[src/design/fetch_consts.svh]
`ifndef FETCH_CONSTS_SVH
`define FETCH_CONSTS_SVH

//////////////////////////////
// address widths
//////////////////////////////
`define FETCH_VA_W      32
`define FETCH_LINE_W    28      // 16-byte line number
`define FETCH_PFN_W     12      // physical frame
`define FETCH_PA_W      24

// field widths derived from the above
`define FETCH_BYTE_W    (`FETCH_VA_W - `FETCH_LINE_W)
`define FETCH_PGOFF_W   12      // 4 KB pages
`define FETCH_VPN_W     (`FETCH_VA_W - `FETCH_PGOFF_W)
`define FETCH_PLINE_W   (`FETCH_PA_W - `FETCH_BYTE_W)

//////////////////////////////
// tlb and cache geometry
//////////////////////////////
`define FETCH_TLB_N     8
`define FETCH_TLB_IDX_W 3

`define FETCH_SETS      16      // per bank
`define FETCH_SET_W     4
`define FETCH_LINE_BITS 128

`endif

[src/design/fetch_pkg.sv]
`default_nettype none
`include "fetch_consts.svh"

package fetch_pkg;

    // one fetch address, decoded by the tlb and by the fetch path
    typedef struct packed {
        logic [`FETCH_VPN_W-1:0]   vpn;
        logic [`FETCH_PGOFF_W-1:0] offset;
    } va_page_t;

    typedef struct packed {
        logic [`FETCH_LINE_W-1:0] lnum;
        logic [`FETCH_BYTE_W-1:0] byte_sel;
    } va_line_t;

    typedef union packed {
        va_page_t page;     // tlb view
        va_line_t line;     // fetch register and cache view
    } fetch_va_u;

    typedef struct packed {
        logic      valid;
        fetch_va_u addr;
    } redirect_t;

    typedef struct packed {
        logic                    valid;
        logic                    present;
        logic                    pcd;       // uncached device page
        logic [`FETCH_VPN_W-1:0] vpn;
        logic [`FETCH_PFN_W-1:0] pfn;
    } tlb_entry_t;

    typedef struct packed {
        logic                        we;
        logic [`FETCH_TLB_IDX_W-1:0] idx;
        tlb_entry_t                  entry;
    } tlb_wr_t;

    typedef struct packed {
        logic                    hit;
        logic                    miss;
        logic                    fault;
        logic [`FETCH_PFN_W-1:0] pfn;
    } xlate_t;

    typedef struct packed {
        logic miss;
        logic fault;
    } fetch_status_t;

    // fill port, one-cycle strobes
    typedef struct packed {
        logic                      valid;
        logic [`FETCH_PLINE_W-1:0] pline;
    } fill_req_t;

    typedef struct packed {
        logic                        valid;
        logic [`FETCH_PLINE_W-1:0]   pline;
        logic [`FETCH_LINE_BITS-1:0] data;
    } fill_rsp_t;

    typedef struct packed {
        logic                        valid;
        logic [`FETCH_LINE_W-1:0]    vline;
        logic [`FETCH_LINE_BITS-1:0] data;
    } fetch_line_t;

endpackage

`default_nettype wire

[src/design/fetch_tlb.sv]
`default_nettype none
`include "fetch_consts.svh"

module fetch_tlb (
    input  wire logic                 clk,
    input  wire logic                 arst_n_i,
    input  wire fetch_pkg::tlb_wr_t   tlb_wr_i,
    input  wire logic [`FETCH_LINE_W-1:0] line_i,
    output fetch_pkg::xlate_t         xlate_o
);

    localparam int N  = `FETCH_TLB_N;
    localparam int IW = `FETCH_TLB_IDX_W;

    fetch_pkg::tlb_entry_t entry_q [N];
    logic [N-1:0]          valid_q;
    fetch_pkg::fetch_va_u  va;
    logic [N-1:0]          match;
    logic [IW-1:0]         hit_idx;
    logic                  found;

    //////////////////////////////
    // software write port
    //////////////////////////////
    always_ff @(posedge clk or negedge arst_n_i) begin
        if (!arst_n_i) begin
            valid_q <= '0;
        end else if (tlb_wr_i.we) begin
            valid_q[tlb_wr_i.idx] <= tlb_wr_i.entry.valid;
        end
    end

    always_ff @(posedge clk) begin
        if (tlb_wr_i.we) begin
            entry_q[tlb_wr_i.idx] <= tlb_wr_i.entry;
        end
    end

    //////////////////////////////
    // lookup
    //////////////////////////////
    assign va = {line_i, {`FETCH_BYTE_W{1'b0}}};

    always_comb begin
        for (int i = 0; i < N; i++) begin
            match[i] = valid_q[i] & entry_q[i].present & (entry_q[i].vpn == va.page.vpn);
        end
    end

    // walk down so the lowest matching index is left in hit_idx
    always_comb begin
        hit_idx = '0;
        for (int i = N - 1; i >= 0; i--) begin
            if (match[i]) begin
                hit_idx = IW'(i);
            end
        end
    end

    assign found = |match;

    assign xlate_o.miss  = ~found;
    assign xlate_o.fault = found & entry_q[hit_idx].pcd;    // no fetch from device pages
    assign xlate_o.hit   = found & ~entry_q[hit_idx].pcd;
    assign xlate_o.pfn   = found ? entry_q[hit_idx].pfn : '0;

endmodule

`default_nettype wire

[config.mk]
export PLATFORM = sky130hd
export DESIGN_NAME = fetch_tlb
export DESIGN_NICKNAME = d
export VERILOG_FILES = /design/src/design/fetch_pkg.sv /design/src/design/fetch_tlb.sv
export VERILOG_INCLUDE_DIRS = /design/src /design/src/design
export SDC_FILE = /design/constraint.sdc
export NUM_CORES = 1
export LEC_CHECK = 0
export BUFFER_PORTS_ARGS = -buffer_cell sky130_fd_sc_hd__buf_2
export CORE_UTILIZATION = 55
export DETAILED_ROUTE_END_ITERATION = 10
export PLACE_DENSITY = 0.85
export SETUP_SLACK_MARGIN = 0.2
export SLEW_MARGIN = 30
export SYNTH_ARGS = -nofsm -noshare
export SYNTH_HDL_FRONTEND = slang
export SYNTH_SLANG_ARGS = --single-unit
[constraint.sdc]
create_clock -name clk -period 3.2 [get_ports clk]
set_input_delay 0.32 -clock clk [delete_from_list [all_inputs] [get_ports clk]]
set_output_delay 0.32 -clock clk [all_outputs]
set_load 0.05 [all_outputs]
# Word-level counts from Yosys, hierarchy flattened
# Memories as Yosys holds them, arrays and structs flattened.
# Index checks and enable logic that the tools add are counted.
[totals]
memories = 1
register_bits = 8
ram_bits = 280
romBits = 0
latchBits = 0
in_bits = 69
output_inout_bits = 15
elab_cells = 48
[op_classes]
magnitude_cmp = 2
addsub = 0
bitwise = 20
shifts = 0
div = 0
mux = 14
reduce_logical = 2
eq_ne = 8
mul = 0
[memory_table]
columns = ["memory", "words", "width", "read_ports", "rd_ports_with_merged_regs", "wr", "line_no", "rtl"]
rows = [
  ["entry_q", 8, 35, 9, 0, 1, "fetch_tlb.sv:15", "fetch_pkg::tlb_entry_t entry_q [N];"],
]
[ops]
columns = ["operator", "count"]
rows = [
  ["$eq 20x20->1", 8],
  ["$mux 3", 8],
  ["$and 1x1->1", 18],
  ["$mux 12", 1],
  ["$bwmux 8", 1],
  ["$reduce_or 8->1", 1],
  ["$lt 3x4->1 const B", 1],
  ["$demux 1 s3", 1],
  ["$ge 3x1->1 const B", 1],
  ["$mux 1", 3],
  ["$not 1->1", 2],
  ["$logic_and 1x1->1", 1],
]

# Depth between registers and ports, before layout
# An unclocked memory read counts as a cell.
[logic_depth]
ltp_word = 14
depth_mapped = 12
mapped_depth_nobuf = 9

# Worst setup path before layout
# OpenSTA, ideal clock, no wires.
[synth_path]
path_kind = "in2reg"
start = "in tlb_wr_i[36] (netlist bit)"
end = "reg valid_q[0]"
path_stages = 3
required_ps = 3075
path_buffers = 0
setup_time_ps = 125
slack_ps = -310
arrival_ps = 3385
cell_sequence = "nand2b_1 -> nor3_1 -> mux2_2"
[synth_via]
elab_chain_len = 5
elab_cells_between_ends = 6
classes_between = "order compare: 2; mux: 3; reduce/logical: 1"
[synth_lines]
columns = ["element", "line_no", "rtl"]
rows = [
  ["start, declared", "fetch_tlb.sv:7", "input wire fetch_pkg::tlb_wr_t tlb_wr_i,"],
  ["$lt 3x4->1 (not written as such) or $ge 3x1->1 (tied branches)", "fetch_tlb.sv:29", "valid_q[tlb_wr_i.idx] <= tlb_wr_i.entry.valid;"],
  ["$logic_and 1x1->1 (not written as such)", "fetch_tlb.sv:29", ""],
  ["$mux 1 (not written as such)", "fetch_tlb.sv:29", ""],
  ["$demux 1 s3 (*)", "fetch_tlb.sv:29", ""],
  ["$bwmux 8 (*)", "fetch_tlb.sv:29", ""],
  ["end signal, assigned by index", "fetch_tlb.sv:29", ""],
  ["end, declared", "fetch_tlb.sv:16", "logic [N-1:0] valid_q;"],
]
# Mark *: on every way between the ends. The rest lies on a longest branch, timed or not.
# A chain may end at the register's enable or synchronous reset.

==> run metrics <==
placed inst area 13,450 sq um; CP arrival 3.71 ns; HP Class input port to flip-flop; Crit Path Category flip-flop to primary output; Slew Limit Fails 0; filler cell count 1,284; pre-CTS setup slack -0.7039 ns; routed vias/inst 6.239; setup TNS -10.46 ns; post-route ant nets 0; worst path cell trace xnor2_2, buf_4, nand4_1, nor4_2, buf_4, a211oi_2, o22ai_1, buf_4, a21oi_4, buf_6, nor3b_4, buf_12, a222oi_1, o2111ai_1, buf_4; outcome complete, but fails checks; Avg Synthesized Cell Area 16.00 sq um; Worst VDD drop 0.4364 mV; Required @ worst endpoint 2.88 ns; first-pass GRT wire length 48,710 um; Worst path most repeated cell buf_4; DRT iter0 DRCs 1,216; clk slew on worst S/H paths 0.07 ns; YS warnings 0; Final #Nets 1,029; total CTS buffers 28; largest net degree at the start of global routing 36; area of the core 20,560 sq um; average wire per standard cell 26.59 um; Critical Path Max Stage Delay 0.43 ns; Net Count, Synth 800; Initial Util 0.5688; post-synthesis sequential area ratio 0.7156; LEAKAGE 5.251 nW; Post-Layout Cell Count 1,252; final period utilization 1.259; vias in the first global route 7,730; synthesis-stage register bit count 280; Inserted Diodes 0; Synth Instances 731; overall power 0.008169 W; CP Capture Type primary output; FFs w/ async S/R, synth 0.02857; endpoints failing setup 15; Worst Setup Start Kind flip-flop; routability cong. 0.9973; Synth Flop Type edfxtp_1; Port Buffer Count 75; width of the chip 147.8 um; antenna violations before repair 0; standard-cell rows 52; H-tree depth 1; RSZ-0062 raised after global routing true; worst-margin pin slew 0.8560 ns; worst setup margin -0.8282 ns; drt first pass iters 5; final hold viol count 0; Die Area 21,850 sq um; layout cell share with drive strength beyond 1 0.3208; Reg area 8368 sq um; HPWL Detailed 22,400 um; Max-slew headroom 0.4280; IO Pins 84; clock buffer depth 3; netlist area before placement 11,690 sq um; PD cells 554.6 nW/um^2; Clock Latency Late Sink 0.54 ns; footprint of the multi-input gates 3326 sq um; CTS tree yes; clock sinks 280; CP max FO 6; Total GRT Usage 0.3111; drt drc 0; final wirelength 33,290 um; highest clock rate 248.2 MHz; vias after detailed routing 7,811; Placed Cells 1,189; count of maximum capacitance violations 0; slowest CP cell edfxtp_1; GR Overflow Total 0; CTS Root Cell clkbuf_16; fin crit period 4.028 ns; Post-synth EDFFs 272; Layout Skew 0 ns; Synth cell types 51; failing checks negative setup slack; die boundary height 147.8 um; final instance area 14,730 sq um; Area Overhead vs Synth 25.97%
## where the power goes
part | total [W] | switching, W | internal (W)
Sequential | 0.00423 | 0.0000599 | 0.00417
Clock | 0.00326 | 0.00137 | 0.00189
Combinational | 0.000678 | 0.000418 | 0.000261
## logic make-up after synthesis
family	after synthesis	synth area share
simple gates	189	0.09448
compound gates	51	0.03948
flops	280	0.7156
buf+inv	42	0.02065
xor+xnor	160	0.1211
mux	9	0.008667
## layout make-up
type	count	share of cell area
Tap cell	270	0.02293
Clock inverter	17	0.01079
Multi-Input combinational cell	409	0.2258
Inverter	13	0.003313
Sequential cell	280	0.5681
Clock buffer	35	0.05079
Timing Repair Buffer	228	0.1183
## Yosys cell counts (3+ instances only)
library cell / instances / share of area
xnor2_1: 25 / 0.019
o2111ai_1: 13 / 0.0097
nand4_1: 19 / 0.010
edfxtp_1: 272 / 0.70
and3b_1: 3 / 0.0022
nor4_1: 54 / 0.029
nand2_1: 32 / 0.010
buf_6: 6 / 0.0058
nor3_1: 17 / 0.0073
or4_1: 5 / 0.0032
dfrtp_1: 8 / 0.017
inv_1: 13 / 0.0042
a211oi_1: 3 / 0.0019
nand2b_1: 3 / 0.0016
clkbuf_1: 6 / 0.0019
buf_4: 7 / 0.0045
xor2_1: 133 / 0.10
a222oi_1: 24 / 0.021
nand3b_1: 4 / 0.0026
nor2_1: 25 / 0.0080
buf_2: 9 / 0.0039
mux2_2: 8 / 0.0077
and4_1: 3 / 0.0022
nand3_1: 6 / 0.0026
## final timing paths
| path | from | endpoint | slack [ns] | cells past startpoint |
|---|---|---|---|---|
| setup reg to reg | valid_q[5] | valid_q[5] | 2.39 | 1 |
| hold reg to reg | valid_q[3] | valid_q[3] | 0.51 | 1 |
| setup / recovery | entry_q[6][24] | xlate_o[7] | -0.83 | 15 |
| min in group asynchronous | arst_n_i | valid_q[2] | 0.15 | 2 |
| hold / removal | tlb_wr_i[2] | entry_q[2][2] | 0.05 | 1 |
| max in group asynchronous | arst_n_i | valid_q[1] | 2.87 | 2 |
## through the flow
step / util / hold slack [ns]
floorplan: - / 0.02441
detailed placement: 0.6541 / 0.1801
finish: 0.7165 / 0.04903
global route: 0.7165 / 0.04881
global placement: 0.6541 / 0.1768
CTS: 0.7109 / 0.03440
## layer usage
metal | global-route usage | share of wire | routed length [um]
met1 | 0.4605 | 0.40 | 13270
met4 | 0.1021 | 0.030 | 1007
met2 | 0.4712 | 0.46 | 15170
met3 | 0.05432 | 0.12 | 3846
met5 | 0 | 0 | 0
## repair_timing
action                                 CTS  global route
hold buffers                             1             0
endpoints found under the hold margin    8             0
cloned                                   1             1
setup endpoints to repair               15            15
pin swaps                               15            28
setup buffers                            4             4
resized for setup                       43            12
## sequential cells by signal (all words and copies together) (netlist names)
register,cells
entry_q,272
valid_q,8
## worst max-delay path: cells and delay by family, from the launching register on
family	cells	cell delay, ns
buffers and inverters	6	1.04
AO/OA/AOI/OAI	5	0.83
AND/OR/NAND/NOR	3	0.64
XOR/XNOR	1	0.21
flip-flops	1	0.43
## placed cells by master, fill, tap and decap left out, types with 3 or more instances in the layout
master,count
clkbuf_1,6
a222oi_1,24
nand2_1,31
dfrtp_1,8
or4_1,4
nor4_1,50
nand4_1,19
nand3b_1,4
bufinv_16,3
buf_2,60
mux2_2,8
buf_6,9
o2111ai_1,13
xnor2_2,5
clkbuf_16,30
nor4_2,3
inv_1,13
nand3_1,6
clkinv_1,8
buf_4,147
nor2_1,17
edfxtp_1,272
nor2_4,7
buf_12,8
nor3_1,15
nor4_4,3
clkinv_2,3
xor2_1,131
nand2b_1,3
xnor2_1,22
(Power assumes the default switching activity.)
