[config.mk]
export PLATFORM = sky130hd
export DESIGN_NAME = icache_bank
export DESIGN_NICKNAME = d
export VERILOG_FILES = /design/src/design/fetch_pkg.sv /design/src/design/icache_bank.sv
export VERILOG_INCLUDE_DIRS = /design/src /design/src/design
export SDC_FILE = /design/constraint.sdc
export NUM_CORES = 2
export LEC_CHECK = 0
export ABC_AREA = 1
export BUFFER_PORTS_ARGS = -buffer_cell sky130_fd_sc_hd__buf_2
export CAP_MARGIN = 20
export CORE_UTILIZATION = 40
export CTS_CLUSTER_SIZE = 10
export DETAILED_ROUTE_END_ITERATION = 16
export REMOVE_ABC_BUFFERS = 1
export SLEW_MARGIN = 20
export SYNTH_ARGS = -nofsm -noshare
export SYNTH_HDL_FRONTEND = slang
export SYNTH_SLANG_ARGS = --single-unit
[constraint.sdc]
create_clock -name clk -period 3.3 [get_ports clk]
set_input_delay 0.33 -clock clk [delete_from_list [all_inputs] [get_ports clk]]
set_output_delay 0.33 -clock clk [all_outputs]
set_load 0.02 [all_outputs]
[src/design/fetch_consts.svh]
`ifndef FETCH_CONSTS_SVH
`define FETCH_CONSTS_SVH

//////////////////////////////
// address widths
//////////////////////////////
`define FETCH_VA_W      32
`define FETCH_LINE_W    28      // 16-byte line number
`define FETCH_PFN_W     12      // physical frame
`define FETCH_PA_W      24

// field widths derived from the above
`define FETCH_BYTE_W    (`FETCH_VA_W - `FETCH_LINE_W)
`define FETCH_PGOFF_W   12      // 4 KB pages
`define FETCH_VPN_W     (`FETCH_VA_W - `FETCH_PGOFF_W)
`define FETCH_PLINE_W   (`FETCH_PA_W - `FETCH_BYTE_W)

//////////////////////////////
// tlb and cache geometry
//////////////////////////////
`define FETCH_TLB_N     8
`define FETCH_TLB_IDX_W 3

`define FETCH_SETS      16      // per bank
`define FETCH_SET_W     4
`define FETCH_LINE_BITS 128

`endif

[src/design/fetch_pkg.sv]
`default_nettype none
`include "fetch_consts.svh"

package fetch_pkg;

    // one fetch address, decoded by the tlb and by the fetch path
    typedef struct packed {
        logic [`FETCH_VPN_W-1:0]   vpn;
        logic [`FETCH_PGOFF_W-1:0] offset;
    } va_page_t;

    typedef struct packed {
        logic [`FETCH_LINE_W-1:0] lnum;
        logic [`FETCH_BYTE_W-1:0] byte_sel;
    } va_line_t;

    typedef union packed {
        va_page_t page;     // tlb view
        va_line_t line;     // fetch register and cache view
    } fetch_va_u;

    typedef struct packed {
        logic      valid;
        fetch_va_u addr;
    } redirect_t;

    typedef struct packed {
        logic                    valid;
        logic                    present;
        logic                    pcd;       // uncached device page
        logic [`FETCH_VPN_W-1:0] vpn;
        logic [`FETCH_PFN_W-1:0] pfn;
    } tlb_entry_t;

    typedef struct packed {
        logic                        we;
        logic [`FETCH_TLB_IDX_W-1:0] idx;
        tlb_entry_t                  entry;
    } tlb_wr_t;

    typedef struct packed {
        logic                    hit;
        logic                    miss;
        logic                    fault;
        logic [`FETCH_PFN_W-1:0] pfn;
    } xlate_t;

    typedef struct packed {
        logic miss;
        logic fault;
    } fetch_status_t;

    // fill port, one-cycle strobes
    typedef struct packed {
        logic                      valid;
        logic [`FETCH_PLINE_W-1:0] pline;
    } fill_req_t;

    typedef struct packed {
        logic                        valid;
        logic [`FETCH_PLINE_W-1:0]   pline;
        logic [`FETCH_LINE_BITS-1:0] data;
    } fill_rsp_t;

    typedef struct packed {
        logic                        valid;
        logic [`FETCH_LINE_W-1:0]    vline;
        logic [`FETCH_LINE_BITS-1:0] data;
    } fetch_line_t;

endpackage

`default_nettype wire

[src/design/icache_bank.sv]
`default_nettype none
`include "fetch_consts.svh"

module icache_bank (
    input  wire logic                     clk,
    input  wire logic                     arst_n_i,
    input  wire logic [`FETCH_LINE_W-1:0] line_i,
    input  wire fetch_pkg::xlate_t        xlate_i,
    input  wire fetch_pkg::fill_rsp_t     fill_rsp_i,
    output fetch_pkg::fill_req_t          fill_req_o,
    output fetch_pkg::fetch_line_t        line_o,
    output fetch_pkg::fetch_status_t      status_o
);

    localparam int PLW   = `FETCH_PLINE_W;
    localparam int SW    = `FETCH_SET_W;
    localparam int TAG_W = PLW - SW - 1;      // bit 0 is the bank select

    // line store
    logic [`FETCH_LINE_BITS-1:0] data_mem [`FETCH_SETS];
    logic [TAG_W-1:0]            tag_mem  [`FETCH_SETS];
    logic [`FETCH_SETS-1:0]      valid_q;

    fetch_pkg::fetch_va_u     va;
    logic [PLW-1:0]           pline;
    logic [SW-1:0]            set_idx;
    logic [SW-1:0]            fill_set;
    logic                     cur_hit;
    logic                     cur_miss;
    logic                     req_fire;

    // registered lookup
    logic                        hit_q;
    logic                        miss_q;
    logic [PLW-1:0]              miss_pline_q;
    logic [`FETCH_LINE_W-1:0]    vline_q;
    logic [`FETCH_LINE_BITS-1:0] data_q;
    fetch_pkg::fetch_status_t    status_q;
    logic                        pend_q;
    logic                        req_q;
    logic [PLW-1:0]              req_pline_q;

    //////////////////////////////
    // address split
    //////////////////////////////
    assign va       = {line_i, {`FETCH_BYTE_W{1'b0}}};
    assign pline    = {xlate_i.pfn, va.page.offset[`FETCH_PGOFF_W-1:`FETCH_BYTE_W]};
    assign set_idx  = pline[SW:1];
    assign fill_set = fill_rsp_i.pline[SW:1];

    assign cur_hit  = xlate_i.hit & valid_q[set_idx] & (tag_mem[set_idx] == pline[PLW-1:SW+1]);
    assign cur_miss = xlate_i.hit & ~cur_hit;       // tlb problems never fill

    // still the same line and still missing, nothing in flight
    assign req_fire = miss_q & cur_miss & (pline == miss_pline_q) & ~pend_q;

    //////////////////////////////
    // fill write
    //////////////////////////////
    always_ff @(posedge clk or negedge arst_n_i) begin
        if (!arst_n_i) begin
            valid_q <= '0;
        end else if (fill_rsp_i.valid) begin
            valid_q[fill_set] <= 1'b1;
        end
    end

    always_ff @(posedge clk) begin
        if (fill_rsp_i.valid) begin
            data_mem[fill_set] <= fill_rsp_i.data;
            tag_mem[fill_set]  <= fill_rsp_i.pline[PLW-1:SW+1];
        end
    end

    //////////////////////////////
    // lookup and miss control
    //////////////////////////////
    always_ff @(posedge clk or negedge arst_n_i) begin
        if (!arst_n_i) begin
            hit_q    <= 1'b0;
            miss_q   <= 1'b0;
            status_q <= '0;
            pend_q   <= 1'b0;
            req_q    <= 1'b0;
        end else begin
            hit_q          <= cur_hit;
            miss_q         <= cur_miss;
            status_q.miss  <= xlate_i.miss;
            status_q.fault <= xlate_i.fault;
            req_q          <= req_fire;               // one-cycle strobe
            if (fill_rsp_i.valid) begin
                pend_q <= 1'b0;
            end else if (req_fire) begin
                pend_q <= 1'b1;
            end
        end
    end

    always_ff @(posedge clk) begin
        vline_q      <= line_i;
        data_q       <= data_mem[set_idx];
        miss_pline_q <= pline;
        if (req_fire) begin
            req_pline_q <= miss_pline_q;
        end
    end

    assign line_o.valid     = hit_q;
    assign line_o.vline     = vline_q;
    assign line_o.data      = data_q;
    assign status_o         = status_q;
    assign fill_req_o.valid = req_q;
    assign fill_req_o.pline = req_pline_q;

endmodule

`default_nettype wire

After elaboration in Yosys (flattened, before gate mapping)
Memories as Yosys holds them, arrays and structs flattened. A register that Yosys moved wholly into a read port is not among the register bits.
Index checks and enable logic that the tools add are counted.
{"block": "op_classes", "mux": 8, "bitwise_logic": 9, "n_shift": 0, "reduce_logical": 2, "eq_ne": 2, "mul": 0, "div_mod_pow": 0, "order_cmp": 3, "addsub": 0}
{"op": "equality test 20 bit", "count": 1}
{"op": "OR 16 bit", "count": 1}
{"op": "equality test 15 bit", "count": 1}
{"op": "< comparator 4 x 5 -> 1 bit (second input constant)", "count": 2}
{"op": "bitwise AND 1 bit", "count": 6}
{"op": "two-way mux 1 bit", "count": 6}
{"op": "binary-select mux 1 bit (select 4 bit)", "count": 1}
{"op": "demux 1 bit (select 4 bit)", "count": 1}
{"op": "greater-or-equal comparator 4 x 1 -> 1 bit (second input constant)", "count": 1}
{"op": "inverter 1 bit", "count": 2}
{"op": "nonzero test 2 bit", "count": 1}
{"op": "logical AND 1 bit", "count": 1}
{"block": "totals", "latchBits": 0, "ram_bits": 2288, "rom_bits": 0, "mem_count": 2, "output_inout_bits": 180, "input_bits": 194, "ff_bits": 90, "word_cells": 36}
{"memory": "data_mem", "words": 16, "width": 128, "rd": 1, "rd_clocked_by_memory_dff": 1, "write_ports": 1, "line": "icache_bank.sv:20", "source": "logic [`FETCH_LINE_BITS-1:0] data_mem [`FETCH_SETS];"}
{"memory": "tag_mem", "words": 16, "width": 15, "rd": 1, "rd_clocked_by_memory_dff": 0, "write_ports": 1, "line": "icache_bank.sv:21", "source": "logic [TAG_W-1:0] tag_mem [`FETCH_SETS];"}

Longest topological paths before layout
{"block": "depth", "ltp_word": 11, "depth_mapped": 17, "depth_no_buf": 15}

Least setup slack after synthesis
Ideal clock, no wire load.
{"block": "synth_path", "path_kind": "input-to-reg", "from": "input fill_rsp_i[129] (netlist name)", "to": "memory data_mem[0][0] (netlist name) (enable)", "t_required_ps": 2652, "slack_ps": -3883, "stages": 3, "t_arrival_ps": 6535, "path_buffers": 0, "setup_ps": 648, "path_cell_list": "inv_1 -> nand3_1 -> nor2_1"}
{"element": "start, declared", "line": "icache_bank.sv:9", "source": "input wire fetch_pkg::fill_rsp_t fill_rsp_i,"}
{"element": "end, declared", "line": "icache_bank.sv:20"}
No word-level cell before the write port.

Worst setup path in the final report
{"block": "layout_path", "from": "input line_i[1]", "to": "register pend_q"}
{"block": "layout_between", "elab_chain_cells": 10, "word_cells_on_any_way": 13, "classes_between": "eq/ne: 2; mux: 2; bitwise: 7; reduce/logical: 1; memory: 1"}
{"element": "start, declared", "line": "icache_bank.sv:7", "source": "input wire logic [`FETCH_LINE_W-1:0] line_i,"}
{"element": "parallel branches: the longest is 7 deep, another holds memory read (16 x 15 bit)"}
{"element": "bitwise AND 1 bit (*) (2 in a row)", "line": "icache_bank.sv:55", "source": "assign req_fire = miss_q & cur_miss & (pline == miss_pline_q) & ~pend_q;"}
{"element": "nonzero test 2 bit (no source line) (*)"}
{"element": "end signal, assigned", "line": "icache_bank.sv:83", "source": "pend_q <= 1'b0;"}
{"element": "end signal, assigned", "line": "icache_bank.sv:92", "source": "pend_q <= 1'b0;"}
{"element": "end signal, assigned", "line": "icache_bank.sv:94", "source": "pend_q <= 1'b1;"}
{"element": "end, declared", "line": "icache_bank.sv:39", "source": "logic pend_q;"}
Every way passes the cells marked *. The select of a mux whose other input is x is not followed.
A chain may end at the register's enable or synchronous reset.

==> impl_results.md <==
* Status: finished, final reports clean
* Num rows at 177
* Global-route wire length before repair at 369000 um
* DP HPWL at about 120000 um
* Fin. max-slew vios at 0
* Core footprint at 233000 sq um
* Yosys warns at 0
* CTS Buffer Depth at 4
* EDFF count, synth at 2308
* Die Wd at 486 um
* Filler cells at roughly 20000
* Routed len/inst at 23.4 um
* Num CTS Buffers at between 300 and 400
* Power Density at 630 nW/um^2
* Crit path DAT at approximately 3700 ps
* Layout Utilization at 0.474
* CP max FO at 43
* Final min period at 2870 ps
* Cell mode on critical path: nand2_1
* Initial Util at 0.403
* Footprint of the multi-input gates at around 18000 sq um
* Final Hold Viols at 0
* Req. time, crit path at 4120 ps
* Seq cells post-synth at between 2000 and 2500
* Drt first pass iters at 6
* Die Area at ~240000 sq um
* Buf/Inv on CP at 5
* Yosys cell types at 31
* Asr flop ratio synth at 0.00881
* Leak at 36.7 nW
* Largest stage delay on the critical path at 620 ps
* Final wirelength at 250000 um
* CP top delay family: buffers and inverters
* Vias in the first global route at 56700
* TritonCTS clock tree: done
* Max IR drop VDD at 0.383 mV
* Unrepaired setup endpoints after global routing: no
* Clk slew on worst S/H paths at 60 ps
* Synth top area share at 0.739
* F_max at 349 MHz
* Global route overflow at 0
* Avg Cell Area, Syn at between 10 and 15 sq um
* Critical path cell sequence: dlygate4sd3_1, buf_8, inv_8, buf_4, nand2_1, nand3_1, nand3_1, nand3_1, nand2_1, nand2_1, nand2_1, nor2_1, nand2_1, nor2_1, nand2_1, nand3_1, a21oi_1, dlygate4sd3_1
* Final Cycle Share at 0.869
* Layout cells sized above 1 at 0.113
* Max capacitance violation total at 0
* Sequential cell area at 73200 sq um
* Die height at 486 um
* Synth Flop Type: edfxtp_1
* Final setup viols at 0
* CP Launch Type: input port
* I/O Pins at 374
* Clock Skew at approximately 55 ps
* Seq/Total Area, Yosys at 0.781
* Area grow syn2layout at 17.7%
* GRT Resource Usage Total at 0.208
* CP Class: input port to register
* Largest net degree at the start of global routing at 194
* Initial antenna violation count at 47
* Layout Nets at 7535
* Non-Filler Instances at 10700
* Post-synth top area cell: edfxtp_1
* Vias at 58900
* Critical Path Slowest Stage Cell: dlygate4sd3_1
* Placed insts at ~10000
* CP endpoint kind: register
* PortBufs at 372
* H-tree level count at 5
* Placer Congestion at 0.757
* Least-Margin Pin Slew at 1160 ps
* Vias per inst at 5.51
* # DRC at 0
* HP Class: input port to asynchronous set/reset pin
* Worst slew margin at 0.226
* CTS sink count at ~2500
* Cell Area, Synth at 93800 sq um
* Post-DRT Antenna Nets at 0
* Latest clock arrival within the worst-skew pair at 950 ps
* Synthesized instance count at 6806
* Root buffer cell: clkbuf_16
* DRT iter0 DRCs at 5474
* Top area cells in the synthesized netlist: edfxtp_1 (74%), o21ai_0 (5.7%), nor2_1 (4.6%)
-- what timing repair did --
item                                    in CTS  in global routing
endpoints found under the hold margin     2371                  0
endpoints found under the setup margin       0                  0
hold buffers                               212                  0
gates resized for setup                      0                  0
setup buffers                                0                  0
-- layer usage --
| layer | wire [um] | GRT usage | up-vias |
|---|---|---|---|
| li1 | - | - | 26600 |
| met1 | 110000 | 0.297 | 29600 |
| met2 | 115000 | 0.323 | 2233 |
| met3 | 18900 | 0.0413 | 437 |
| met4 | 5800 | 0.0610 | 38 |
| met5 | 266 | 0 | - |
-- worst paths after layout --
check	startpoint	endpoint	slack [ps]	cells past startpoint
min in group clk	line_i[9]	vline_q[9]$_DFF_P_	80	2
worst min register to register	miss_pline_q[8]$_DFF_P_	req_pline_q[8]$_DFFE_PP_	440	0
worst min-delay path	arst_n_i	valid_q[11]$_DFFE_PN0P_	40	3
max in group asynchronous	arst_n_i	valid_q[3]$_DFFE_PN0P_	2890	3
worst max register to register	tag_mem[12][0]$_DFFE_PP_	pend_q$_DFFE_PN0P_	860	14
worst max-delay path	line_i[1]	pend_q$_DFFE_PN0P_	430	18
-- worst reg2reg max path: stages, from the launching register on --
cell and delay, ps:
edfxtp_1 340, or2_2 280, nand3_1 70, nand3_1 80, nand3_1 110, nand2_1 140, nand2_1 90, nand2_1 50
nor2_1 80, nand2_1 90, nor2_1 140, nand2_1 150, nand3_1 120, a21oi_1 70, dlygate4sd3_1 550
-- final cells by class --
| type | count | area share |
|---|---|---|
| inverter | 113 | 0.00411 |
| antenna | 13 | 0.000295 |
| sequential | 2498 | 0.663 |
| clock inverter | 17 | 0.00163 |
| tap | 3132 | 0.0355 |
| multi-input combinational | 3706 | 0.165 |
| clock buffer | 494 | 0.0775 |
| timing repair buffer | 716 | 0.0526 |
-- power by group --
group / internal [mW] / leakage (nW) / switching [mW]
sequential: 35.4 / 22.5 / 0.287
combinational: 1.20 / 10.0 / 2.85
clock: 17.8 / 4.18 / 12.0
-- kinds of logic after synthesis --
| logic type | share of synthesized area |
|---|---|
| xor+xnor | 0.000841 |
| mux | 0.000214 |
| compound gates | 0.112 |
| flops | 0.781 |
| simple gates | 0.0796 |
| buf+inv | 0.0261 |
-- cells in the final DEF (no fill, tap or decap), types with 3 or more instances in the layout --
master and count:
edfxtp_1 2308, nor2_1 1132, o21ai_0 1076, nand2_1 454
buf_2 369, o22ai_1 317, clkbuf_16 314, nand3_1 283
o221ai_1 252, dlygate4sd3_1 211, clkbuf_1 178, dfxtp_1 168
inv_1 109, o21ai_1 100, buf_4 68, buf_12 64
o211ai_1 46, dfrtp_1 22, nor2_4 16, diode_2 13
o32ai_1 6, xor2_1 5, clkinv_1 5, inv_8 4
xnor2_1 4, clkinv_2 4, a21oi_1 3, clkbuf_8 3
bufinv_16 3, buf_8 3
-- sequential cells by signal, indices dropped and copies added (netlist names) --
register / flops
status_o: 2
hit_q: 1
tag_mem: 240
req_q: 1
miss_pline_q: 12
data_q: 128
miss_q: 1
data_mem: 2048
pend_q: 1
req_pline_q: 20
vline_q: 28
valid_q: 16
-- per-stage QoR --
| step | worst slack (ps) | hold WS, ps | cell area [sq um] | total power, mW | TNS, ps |
|---|---|---|---|---|---|
| final | 431 | 38.9 | 110000 | 69.5 | 0 |
| after global placement | 330 | 325 | 99500 | 40.1 | 0 |
| after floorplan | -7700 | 34.4 | 91700 | 38.3 | -9790550 |
| after global routing | 244 | 36.1 | 110000 | 71.8 | 0 |
| after CTS | 519 | 1.13 | 110000 | 70.2 | 0 |
| after detailed placement | 366 | 344 | 99500 | 40.1 | 0 |
-- synthesized netlist by cell type, types with 2 or more instances --
cell type / number
mux2i_1: 2
nand2_1: 454
inv_2: 2
o21ai_1: 100
nor2_1: 1148
edfxtp_1: 2308
xor2_1: 5
o2111ai_1: 2
clkbuf_1: 361
a21oi_1: 3
o21ai_0: 1076
dfrtp_1: 22
inv_1: 111
nand3_1: 283
o221ai_1: 252
o22ai_1: 317
nand3b_1: 2
xnor2_1: 4
buf_4: 19
buf_1: 23
o32ai_1: 6
dfxtp_1: 168
buf_2: 85
o211ai_1: 46
No activity file was read; power rests on OpenSTA's default activity.
