--- src/design/fetch_consts.svh ---
`ifndef FETCH_CONSTS_SVH
`define FETCH_CONSTS_SVH

//////////////////////////////
// address widths
//////////////////////////////
`define FETCH_VA_W      32
`define FETCH_LINE_W    28      // 16-byte line number
`define FETCH_PFN_W     12      // physical frame
`define FETCH_PA_W      24

// field widths derived from the above
`define FETCH_BYTE_W    (`FETCH_VA_W - `FETCH_LINE_W)
`define FETCH_PGOFF_W   12      // 4 KB pages
`define FETCH_VPN_W     (`FETCH_VA_W - `FETCH_PGOFF_W)
`define FETCH_PLINE_W   (`FETCH_PA_W - `FETCH_BYTE_W)

//////////////////////////////
// tlb and cache geometry
//////////////////////////////
`define FETCH_TLB_N     8
`define FETCH_TLB_IDX_W 3

`define FETCH_SETS      16      // per bank
`define FETCH_SET_W     4
`define FETCH_LINE_BITS 128

`endif

--- src/design/fetch_pkg.sv ---
`default_nettype none
`include "fetch_consts.svh"

package fetch_pkg;

    // one fetch address, decoded by the tlb and by the fetch path
    typedef struct packed {
        logic [`FETCH_VPN_W-1:0]   vpn;
        logic [`FETCH_PGOFF_W-1:0] offset;
    } va_page_t;

    typedef struct packed {
        logic [`FETCH_LINE_W-1:0] lnum;
        logic [`FETCH_BYTE_W-1:0] byte_sel;
    } va_line_t;

    typedef union packed {
        va_page_t page;     // tlb view
        va_line_t line;     // fetch register and cache view
    } fetch_va_u;

    typedef struct packed {
        logic      valid;
        fetch_va_u addr;
    } redirect_t;

    typedef struct packed {
        logic                    valid;
        logic                    present;
        logic                    pcd;       // uncached device page
        logic [`FETCH_VPN_W-1:0] vpn;
        logic [`FETCH_PFN_W-1:0] pfn;
    } tlb_entry_t;

    typedef struct packed {
        logic                        we;
        logic [`FETCH_TLB_IDX_W-1:0] idx;
        tlb_entry_t                  entry;
    } tlb_wr_t;

    typedef struct packed {
        logic                    hit;
        logic                    miss;
        logic                    fault;
        logic [`FETCH_PFN_W-1:0] pfn;
    } xlate_t;

    typedef struct packed {
        logic miss;
        logic fault;
    } fetch_status_t;

    // fill port, one-cycle strobes
    typedef struct packed {
        logic                      valid;
        logic [`FETCH_PLINE_W-1:0] pline;
    } fill_req_t;

    typedef struct packed {
        logic                        valid;
        logic [`FETCH_PLINE_W-1:0]   pline;
        logic [`FETCH_LINE_BITS-1:0] data;
    } fill_rsp_t;

    typedef struct packed {
        logic                        valid;
        logic [`FETCH_LINE_W-1:0]    vline;
        logic [`FETCH_LINE_BITS-1:0] data;
    } fetch_line_t;

endpackage

`default_nettype wire

--- src/design/fetch_addr_select.sv ---
`default_nettype none
`include "fetch_consts.svh"

module fetch_addr_select #(
    parameter int PARITY = 0        // 0 even bank, 1 odd bank
) (
    input  wire logic                     clk,
    input  wire logic                     arst_n_i,
    input  wire fetch_pkg::redirect_t     init_i,
    input  wire fetch_pkg::redirect_t     resteer_i,
    input  wire fetch_pkg::redirect_t     predict_i,
    input  wire logic                     consume_i,
    output logic [`FETCH_LINE_W-1:0]      line_o
);

    localparam int LW = `FETCH_LINE_W;

    fetch_pkg::redirect_t sel_redirect;
    logic                 redirect;
    logic                 split_inc;
    logic [LW-1:0]        split_line;
    logic [LW-1:0]        line_q;

    //////////////////////////////
    // redirect priority
    //////////////////////////////
    assign redirect = init_i.valid | resteer_i.valid | predict_i.valid;

    always_comb begin
        if (init_i.valid) begin
            sel_redirect = init_i;
        end else if (resteer_i.valid) begin
            sel_redirect = resteer_i;
        end else begin
            sel_redirect = predict_i;      // also the idle default
        end
    end

    // bit 4 of the address is lnum[0]
    // this bank takes line+1 when the addressed line has the other parity
    assign split_inc  = sel_redirect.addr.line.lnum[0] ^ 1'(PARITY);
    assign split_line = sel_redirect.addr.line.lnum + {{(LW-1){1'b0}}, split_inc};

    //////////////////////////////
    // fetch address register
    //////////////////////////////
    always_ff @(posedge clk or negedge arst_n_i) begin
        if (!arst_n_i) begin
            line_q <= LW'(PARITY);               // 0 even, 1 odd
        end else if (redirect) begin
            line_q <= split_line;                // redirect beats consume
        end else if (consume_i) begin
            line_q <= line_q + LW'(2);           // next line of same parity
        end
    end

    assign line_o = line_q;

endmodule

`default_nettype wire

--- config.mk ---
export PLATFORM = sky130hd
export DESIGN_NAME = fetch_addr_select
export DESIGN_NICKNAME = d
export VERILOG_FILES = /design/src/design/fetch_pkg.sv /design/src/design/fetch_addr_select.sv
export VERILOG_INCLUDE_DIRS = /design/src /design/src/design
export SDC_FILE = /design/constraint.sdc
export NUM_CORES = 1
export LEC_CHECK = 0
export ABC_AREA = 0
export BUFFER_PORTS_ARGS = -buffer_cell sky130_fd_sc_hd__buf_2
export CAP_MARGIN = 15
export CORE_MARGIN = 2
export CORE_UTILIZATION = 43
export DETAILED_ROUTE_END_ITERATION = 10
export PLACE_DENSITY = 0.87
export SLEW_MARGIN = 20
export SYNTH_ARGS = -nofsm -noshare
export SYNTH_HDL_FRONTEND = slang
export SYNTH_SLANG_ARGS = --single-unit
--- constraint.sdc ---
create_clock -name clk -period 1.8 [get_ports clk]
set_input_delay 0.09 -clock clk [delete_from_list [all_inputs] [get_ports clk]]
set_output_delay 0.09 -clock clk [all_outputs]
set_load 0.02 [all_outputs]
* Word-level counts from Yosys, hierarchy flattened *
Index checks and enable logic that the tools add are counted.

storage, ports and cells
  bits of input ports = 102
  output and inout bits = 28
  word-level logic and storage cells = 10
  flip-flop bits (word level) = 28

cells by class
  reductions and logical operators = 1
  bitwise logic cells = 2
  $add $sub $neg = 2
  muxes and demuxes = 4

operators by type and width
  kind                     number
  $mux W32                 2
  $mux W28                 2
  $add A28 B1 Y28          1
  $add A28 B2 Y28 const B  1
  $or A1 B1 Y1             2
  $reduce_bool A2 Y1       1

* Logic depth before layout (Yosys ltp) *
Gate-level depths: netlist of the first run.

  depth after elaboration = 4
  depth in mapped cells = 11
  gate-level depth less buffers = 7

* Worst setup path after synthesis of the first run *
Ideal clock, no wire load.

  kind = reg2reg
  start point = register line_q[8], in the netlist line_o[8]
  end point = register line_q[21], in the netlist line_o[21]
  path slack = -275 ps
  data required time = 1,682 ps
  arrival = 1,957 ps
  stages on the path, launching flop included = 8
  setup time = 118 ps
  clock period less this slack = 2,075 ps
  path buffers = 0
  cells stage by stage = dfrtp_1 and3_1 nand4_1 nor4_1 nand4_1 xor2_1 nor2_1 a21o_1

on the way
  longest elaborated chain between the ends = 3

RTL lines
  element                 RTL line                 source
  from (decl)             fetch_addr_select.sv:22  logic [LW-1:0] line_q;
  from (signal assigned)  fetch_addr_select.sv:49  line_q <= LW'(PARITY);
  from (signal assigned)  fetch_addr_select.sv:51  line_q <= split_line;
  from (signal assigned)  fetch_addr_select.sv:53  line_q <= line_q + LW'(2);
  $add A28 B2 Y28         fetch_addr_select.sv:53
  $mux W28                fetch_addr_select.sv:52  end else if (consume_i) begin
  $mux W28                fetch_addr_select.sv:50  end else if (redirect) begin

Every way passes these cells. The select of a mux whose other input is x is not followed.
A chain may end at the register's enable or synchronous reset.

* Worst setup path after layout of the first run *
  start point = register line_q[10], in the netlist line_o[10]
  end point = register line_q[26], in the netlist line_o[26]

The elaborated chain is that of the path after synthesis.

==> results of run 1 <==
## worst max-delay path, stage by stage (launching register included)
cell      delay, ns
dfrtp_2        0.38
and3_4         0.19
nand4_1        0.12
buf_6          0.17
nor4_2         0.25
buf_4          0.17
nand2_1        0.07
xnor2_1        0.14
nor2_1         0.07
a311oi_1       0.21
## area by class of cell
class	instances	area, µm²	share of cell area [%]
multi-input combinational	275	1990	49.9
timing repair buffer	189	1160	29.0
sequential	27	684	17.1
tap	77	96.3	2.41
clock buffer	3	41.3	1.03
inverter	4	15.0	0.376
clock inverter	1	5.00	0.125
## power groups by stage
stage               clock network (mW)  logic, mW  registers [mW]
CTS                              0.348      0.949           0.742
detailed placement                   0      0.938           0.752
global route                     0.382       1.04           0.753
finish                           0.346      0.965           0.741
floorplan                            0      0.409           0.858
global placement                     0      0.912           0.746
## placed cells by master, fill, tap and decap left out, types with 2 or more instances in the layout
master and instances:
nor2b_1 2, and3_1 2, nand3_1 10, mux2i_2 4, dfrtp_1 20, mux2_1 3
nor4_2 4, nand2_1 47, a21oi_1 18, nor3_1 2, buf_12 2, dfrtp_2 7
nand4_1 13, clkbuf_8 3, buf_2 116, nor4_4 2, inv_1 4, o21ai_2 5
nor2_1 23, nor3_2 3, o21ai_0 16, and4_1 2, buf_4 69, xnor2_1 33
mux2i_1 25, xor2_1 17, nand4b_1 2, mux2_2 7, o21ai_1 8
## repair_timing
item | CTS | global route
setup buffers | 1 | 3
hold buffers | 1 | 0
resized for setup | 3 | 4
pin swaps | 1 | 3
endpoints found under the hold margin | 27 | 0
endpoints found under the setup margin | 10 | 12
## worst max path at each step
stage / to / startpoint / slack [ns] / cells past startpoint
after floorplan: line_o[26] / line_o[4] / -0.1 / 7
after global placement: line_o[27] / resteer_i[32] / -0.17 / 10
after detailed placement: line_o[27] / resteer_i[32] / -0.25 / 10
after CTS: line_o[26] / line_o[5] / 0.007 / 8
after global routing: line_o[25] / line_o[10] / -0.22 / 9
final: line_o[26] / line_o[10] / -0.04 / 9
## cell families after synthesis
group | Yosys count
adders and majority gates | 2
buffers and inverters | 22
and+or+nand+nor | 131
DFF | 27
xor gates and xnor gates | 50
muxes | 40
AOI/OAI and AO/OA | 51
other | 1
## metal layers
layer | vias to the layer above | GRT usage (%)
met2 | 116 | 38.7
met1 | 1355 | 26.7
li1 | 1488 | -
met4 | 0 | 4.84
met3 | 10 | 2.08
met5 | - | 0
## stage by stage
stage / utilization [%] / power (mW) / std cells
after global routing: 63.6 / 2.18 / 576
after global placement: 61.7 / 1.66 / 567
after CTS: 62.9 / 2.04 / 573
final: 63.6 / 2.05 / 576
after floorplan: - / 1.27 / 324
after detailed placement: 61.7 / 1.69 / 567
==> results by group, run 1 <==
STA
  – Least-Margin Pin Slew: 0.586 ns
  – Peak Freq: 0.543 GHz
  – Final setup fails: 5
  – Hold_ws: 0.209 ns
  – Period utilization: 102%
  – Fin crit period: 1.84 ns
  – Max-slew violation count: 0
  – Worst Skew: 0.00239 ns
  – Worst setup margin: -0.0405 ns
  – Final Hold Viols: 0
  – Final TNS setup: -0.0978 ns
  – Worst rel slew slack: 60.9%
  – RSZ-0062 raised after global routing: true

Job
  – Max_cap viols: 0

Layout
  – Number of diodes: 0
  – Area grow syn2layout: 45.0%
  – Nets: 604
  – Number of flip-flops under the largest register name: 27
  – Final Cell Area: 0.00399 mm²
  – Layout cells sized above 1: 48.1%
  – Fill count: 506

Worst hold path
  – Worst hold path cell count: 3
  – Worst hold path endpoint: line_o[1]
  – HP Start: consume_i
  – Worst Hold Class: input port to flop

Global route
  – GRT overflow: 0
  – Largest net degree at the start of global routing: 29
  – Vias in the first global route: 2,986
  – Global-route wire length before repair: 12,700 µm
  – Initial antenna violation count: 0
  – All-Layer GR Usage: 21.2%

Clock tree
  – H-tree Lvls: 1
  – CTS tree: built
  – CTS clk-pin slew, worst paths: 0.09 ns
  – Clock sink count: 27
  – Clk_lat worst skew: 0.27 ns
  – CTS buffer count: 3
  – CTS max path bufs: 2
  – CTS root buffer: clkbuf_8

Logic synthesis
  – Unique masters post-synth: 51
  – Async set-or-reset flop fraction in the synthesized netlist: 100%
  – Post-synthesis compound-gate area fraction: 10.4%
  – Synth cell count leaders: nand2_1 (47), xnor2_1 (33), dfrtp_1 (27), mux2i_1 (25), nor2_1 (24)
  – Synth Instances: 324
  – Largest family of logic cells by synthesized area: simple AND/OR/NAND/NOR gates
  – Simple-Gate Fraction of Synth Area: 26.9%
  – Largest area contributor in the netlist: dfrtp_1
  – Ys flop type: dfrtp_1
  – Post-synthesis register bit count: 27
  – Post-synth top area share: 24.5%
  – Cell Area, Synth: 0.00276 mm²
  – Area contributors post-synth: dfrtp_1 (25%), xnor2_1 (10%), mux2i_1 (9.1%)
  – Warnings, synthesis: 0
  – Mean Syn Cell Area: 8.50 µm²
  – Xor/xnor share of the synthesized area: 15.9%
  – Syn_nets: 428
  – Mux contribution to synthesized area: 15.7%
  – Sequential share of the synthesized area: 24.5%
  – Most instantiated library cell after synthesis: nand2_1
  – Post-synth EDFFs: 0
  – Adder-Cell Fraction of Synth Area: 0.908%

Setup path
  – R2R Path Start: line_o[10]
  – Reg2reg end: line_o[26]
  – Worst-path fanout max: 5
  – Arr. time, crit path: 2.02 ns
  – Critical Setup Path Class: flop to flop
  – Flop2flop setup slack: -0.04 ns
  – CP endpoint kind: flop
  – R2R depth: 9
  – Worst EP required: 1.98 ns
  – CP Launch Type: flop

Detailed routing
  – DR vias/cell: 5.15
  – Met2 Wirelength: 3910 µm
  – Met3 Routed Length: 362 µm
  – WL met1: 3360 µm
  – Final WL: 7720 µm
  – DRC viols: 0
  – Via count: 2,969
  – DR top layer: met4
  – Drt wl/cell: 13.4 µm
  – Drt first pass iters: 4
  – 1st-iter DRT viols: 224
  – Routed Antenna Nets: 0

Floorplanning
  – Std-Cell Rows: 29
  – Initial Util: 43.9%
  – Core area: 0.00628 mm²
  – Die area: 0.00706 mm²
  – Die X: 84.0 µm
  – # IOs: 130
  – Die H: 84.0 µm

Pwr
  – Internal: 1.31 mW
  – Sw Share: 36.2%
  – PwrDens: 514 mW/mm²
  – Clock share of power: 16.9%
  – Combinational power share: 47.0%
  – Pleak: 1.89 nW
  – Maximum vdd ir drop: 311 µV
  – P_sw: 0.742 mW
  – Flop pwr share: 36.1%

Run status
  – Status: finished with violations
  – Failing checks: negative setup slack

Placed design
  – Dpl ws: -0.251 ns
  – Port Buffer Count: 116
  – Placed cell areas: 0.00387 mm²
  – Detail Placement HPWL: 6450 µm
  – Placer Congestion: 0.833
Note: power is estimated with default switching activity, not from simulation.
==> run 2, diff against run 1 <==
--- a/config.mk
+++ b/config.mk
@@ -17,3 +17,4 @@
 export SYNTH_ARGS = -nofsm -noshare
 export SYNTH_HDL_FRONTEND = slang
 export SYNTH_SLANG_ARGS = --single-unit
+export TNS_END_PERCENT = 5
==> results by group, run 2 (synthesized netlist as in run 1, its figures left out) <==
Run status
  – Status: finished with violations
  – Failing checks: negative setup slack

Detailed routing
  – DR vias/cell: 5.28
  – Via count: 3,066
  – Routed Antenna Nets: 0
  – Drt first pass iters: 4
  – DRC viols: 0
  – Drt wl/cell: 14.6 µm
  – Final WL: 8500 µm
  – 1st-iter DRT viols: 218

Setup path
  – Levels on crit path: 10
  – Critical path's top delay family: simple AND/OR/NAND/NOR gates
  – Highest-delay cell along the critical path: dfrtp_1
  – Worst EP required: 2.00 ns
  – Arr. time, crit path: 2.10 ns
  – Cell Chain, Critical Path: and3_4, nand4_1, buf_4, buf_4, nor4_2, buf_4, nand4_1, xnor2_1, nor2_1, a21oi_1
  – Critical Setup Path Class: flop to flop
  – CP Launch Type: flop
  – CP endpoint kind: flop
  – Crit path largest cell delay: 0.38 ns
  – WP buf/inv: 3
  – R2R depth: 10
  – Most frequent CP cell: buf_4
  – Worst-path fanout max: 3

Clock tree
  – CTS clk-pin slew, worst paths: 0.09 ns
  – CTS tree: built
  – Clk_lat worst skew: 0.27 ns
  – CTS max path bufs: 2
  – CTS buffer count: 3
  – Clock sink count: 27
  – H-tree Lvls: 1
  – CTS root buffer: clkbuf_8

Global route
  – GRT overflow: 0
  – Largest net degree at the start of global routing: 29
  – Vias in the first global route: 3,052
  – GR peak layer: met2
  – Met3 Resource Use GR: 1.98%
  – All-Layer GR Usage: 23.1%
  – Initial antenna violation count: 0
  – Global-route wire length before repair: 13,500 µm
  – Met1 Usage GRT: 28.6%
  – Met2 Track Usage GR: 42.4%

Layout
  – Layout cells sized above 1: 47.6%
  – Fill count: 493
  – Most frequent cells in the layout: buf_2 (115), buf_4 (74), nand2_1 (47)
  – Final Cell Area: 0.00407 mm²
  – Number of flip-flops under the largest register name: 27
  – Leading cell type in the layout, fill and taps excluded: buf_2
  – Fin cells: 581
  – Area grow syn2layout: 47.5%
  – Number of diodes: 0
  – Final Util: 64.8%
  – Nets: 609

STA
  – Least-Margin Pin Slew: 0.588 ns
  – Worst Skew: 0.00154 ns
  – Max-slew violation count: 0
  – RSZ-0062 raised after global routing: true
  – Worst setup margin: -0.0971 ns
  – Period utilization: 105%
  – Fin crit period: 1.90 ns
  – Final TNS setup: -0.453 ns
  – Final setup fails: 7
  – Final Hold Viols: 0
  – Hold_ws: 0.204 ns
  – Peak Freq: 0.527 GHz
  – Worst rel slew slack: 60.8%

Floorplanning
  – Die area: 0.00706 mm²
  – Initial Util: 43.9%
  – Die H: 84.0 µm
  – # IOs: 130
  – Die X: 84.0 µm
  – Std-Cell Rows: 29
  – Core area: 0.00628 mm²

Placed design
  – Detail Placement HPWL: 6540 µm
  – Port Buffer Count: 116
  – Placer Congestion: 0.806
  – Placed cell areas: 0.00388 mm²
  – Placed cells: 569
  – Dpl ws: -0.248 ns

Worst hold path
  – Worst hold path cell count: 3
  – Worst Hold Class: input port to flop

Pwr
  – Maximum vdd ir drop: 301 µV
  – Total power: 2.07 mW
  – Pleak: 1.97 nW
  – PwrDens: 510 mW/mm²

Job
  – Max_cap viols: 0
## run 2: changes by cell type in the layout (fill, tap and decap cells not counted), moves of 2 or more
cell     change
buf_4        +5
dfrtp_1      +5
dfrtp_2      -5
nor4_2       -3
xnor2_1      -3
xnor2_2      +3
nor4_4       +2
## run 2: cell type report
| cell class | instances | area, µm² | area share [%] |
|---|---|---|---|
| multi-input cells | 275 | 2020 | 49.7 |
| well taps | 77 | 96.3 | 2.37 |
| inverters | 4 | 15.0 | 0.369 |
| clock buffers | 3 | 41.3 | 1.02 |
| flip-flops and latches | 27 | 678 | 16.7 |
| clock inverters | 1 | 5.00 | 0.123 |
| repair buffers | 194 | 1210 | 29.7 |
## run 2: timing repair
action / CTS / global route
resized for setup: 5 / 7
buffers inserted: 3 / 4
cloned: 0 / 0
hold buffers: 1 / 0
hold endpoints to repair: 27 / 0
endpoints found under the setup margin: 10 / 17
pin swaps: 4 / 7
## run 2: per-layer routing
layer	vias to the layer above	wire length (µm)
li1	1502	-
met1	1430	3510
met2	118	4400
met3	16	452
met4	0	143
met5	-	0
## run 2: worst register-to-register path: stages (launching register included)
cell	delay [ns]
dfrtp_1	0.38
and3_4	0.21
nand4_1	0.10
buf_4	0.18
buf_4	0.14
nor4_2	0.17
buf_4	0.17
nand4_1	0.11
xnor2_1	0.19
nor2_1	0.07
a21oi_1	0.12
## run 2: worst paths after layout
kind	start	endpoint	slack, ns
max in group asynchronous	arst_n_i	line_o[5]	1.04
min	consume_i	line_o[1]	0.20
max	line_o[9]	line_o[18]	-0.1
min in group asynchronous	arst_n_i	line_o[1]	0.35
max reg2reg	line_o[9]	line_o[18]	-0.1
min reg2reg	line_o[2]	line_o[2]	0.65
## run 2: power breakdown
| part | internal, mW | switching [mW] | leakage, nW | total, mW |
|---|---|---|---|---|
| registers | 0.679 | 0.0616 | 0.318 | 0.740 |
| clock network | 0.155 | 0.186 | 0.0255 | 0.341 |
| logic | 0.486 | 0.508 | 1.62 | 0.993 |
| total | 1.32 | 0.755 | 1.97 | 2.07 |
==> run 3, diff against run 2 <==
--- a/config.mk
+++ b/config.mk
@@ -13,6 +13,7 @@
 export CORE_UTILIZATION = 43
 export DETAILED_ROUTE_END_ITERATION = 10
 export PLACE_DENSITY = 0.87
+export RECOVER_POWER = 50
 export SLEW_MARGIN = 20
 export SYNTH_ARGS = -nofsm -noshare
 export SYNTH_HDL_FRONTEND = slang
==> results by group, run 3 (synthesized netlist as in run 1, its figures left out) <==
STA
  – Least-Margin Pin Slew: 0.657 ns
  – Worst rel slew slack: 56.2%
  – Period utilization: 105%
  – Final Hold Viols: 0
  – Max-slew violation count: 0
  – RSZ-0062 raised after global routing: true
  – Fin crit period: 1.90 ns
  – Worst Skew: 0.00158 ns
  – Peak Freq: 0.527 GHz
  – Final setup fails: 7
  – Worst setup margin: -0.0989 ns

Clock tree
  – CTS root buffer: clkbuf_8
  – CTS buffer count: 3
  – H-tree Lvls: 1
  – Clk_lat worst skew: 0.27 ns
  – CTS clk-pin slew, worst paths: 0.09 ns
  – Clock sink count: 27
  – CTS tree: built
  – CTS max path bufs: 2

Worst hold path
  – Worst Hold Class: input port to flop
  – Worst hold path cell count: 3
  – HP Start: consume_i

Setup path
  – R2R depth: 10
  – CP endpoint kind: flop
  – CP Launch Type: flop
  – Critical Setup Path Class: flop to flop
  – Worst-path fanout max: 3
  – Arr. time, crit path: 2.10 ns
  – R2R Path Start: line_o[9]
  – CP startpoint: line_o[9]
  – Worst EP required: 2.00 ns

Run status
  – Failing checks: negative setup slack
  – Status: finished with violations

Layout
  – Fin cells: 581
  – Sequential cell area: 678 µm²
  – Leading cell type in the layout, fill and taps excluded: buf_2
  – Multi-input logic area: 0.00202 mm²
  – Fill count: 494
  – Number of flip-flops under the largest register name: 27
  – Layout cells sized above 1: 46.6%
  – Number of diodes: 0
  – Nets: 609
  – Area grow syn2layout: 47.3%
  – Most frequent cells in the layout: buf_2 (109), buf_4 (74), nand2_1 (47)

Floorplanning
  – Core area: 0.00628 mm²
  – Die X: 84.0 µm
  – Std-Cell Rows: 29
  – Initial Util: 43.9%
  – Die area: 0.00706 mm²
  – # IOs: 130
  – Die H: 84.0 µm

Global route
  – All-Layer GR Usage: 23.1%
  – GRT overflow: 0
  – Global-route wire length before repair: 13,500 µm
  – Largest net degree at the start of global routing: 29
  – Vias in the first global route: 3,052
  – Initial antenna violation count: 0

Detailed routing
  – Routed Antenna Nets: 0
  – DR vias/cell: 5.28
  – Drt first pass iters: 4
  – DRC viols: 0
  – Via count: 3,065
  – 1st-iter DRT viols: 210
  – Drt wl/cell: 14.6 µm
  – Final WL: 8500 µm

Placed design
  – Port Buffer Count: 116
  – Detail Placement HPWL: 6540 µm
  – Placed cells: 569
  – Placer Congestion: 0.806

Pwr
  – Total power: 2.07 mW
  – Maximum vdd ir drop: 301 µV
  – PwrDens: 510 mW/mm²
  – Pleak: 1.95 nW

Job
  – Max_cap viols: 0
[run 3: cell count changes in the layout (fill, tap and decap cells not counted)]
| cell | previous run | this run |
|---|---|---|
| clkbuf_1 | 0 | 5 |
| buf_2 | 115 | 109 |
| clkbuf_2 | 0 | 1 |
[run 3: routing by layer]
metal	vias up	wire length [µm]	global-route usage [%]
met4	0	143	6.30
met1	1432	3530	28.6
li1	1503	-	-
met2	114	4390	42.4
met5	-	0	0
met3	16	440	1.98
[run 3: layout make-up]
type	instances	share of cell area [%]
multi-input combinational	275	49.8
tap	77	2.37
clock buffer	3	1.02
sequential	27	16.7
clock inverter	1	0.123
inverter	4	0.370
timing repair buffer	194	29.6
[run 3: critical path, stage by stage (launching register included)]
cell,delay [ns]
dfrtp_1,0.38
and3_4,0.21
nand4_1,0.10
buf_4,0.18
buf_4,0.14
nor4_2,0.17
buf_4,0.17
nand4_1,0.11
xnor2_1,0.19
nor2_1,0.07
a21oi_1,0.12
[run 3: worst paths after layout]
kind | end | slack (ns)
max in group asynchronous | line_o[5] | 0.97
worst max register to register | line_o[18] | -0.1
worst min-delay path | line_o[1] | 0.20
min in group asynchronous | line_o[1] | 0.37
worst min register to register | line_o[2] | 0.65
worst max-delay path | line_o[18] | -0.1
[run 3: power by group]
part / total, mW / internal (mW) / switching (mW)
clock network: 0.340 / 0.155 / 0.185
registers: 0.741 / 0.679 / 0.0621
logic: 0.990 / 0.482 / 0.508
[run 3: timing repair]
action,4_1_cts,5_1_grt
hold endpoints to repair,27,0
gates cloned,0,0
gates resized for setup,5,7
hold buffers,1,0
pin swaps,4,7
buffers inserted,3,4
endpoints found under the setup margin,10,17
[run 3: through the flow]
step                      utilization, %  setup TNS [ns]  hold WS [ns]  area, µm²  setup WS, ns
after floorplan                        -           -1.13        -0.206       2770        -0.165
after global placement              61.8           -1.67         0.110       3880        -0.174
after detailed placement            61.8           -2.82         0.119       3880        -0.248
after CTS                           63.6          -0.119         0.209       3990       -0.0431
after global routing                64.7           -1.79         0.238       4060        -0.235
final                               64.7          -0.460         0.203       4060       -0.0989
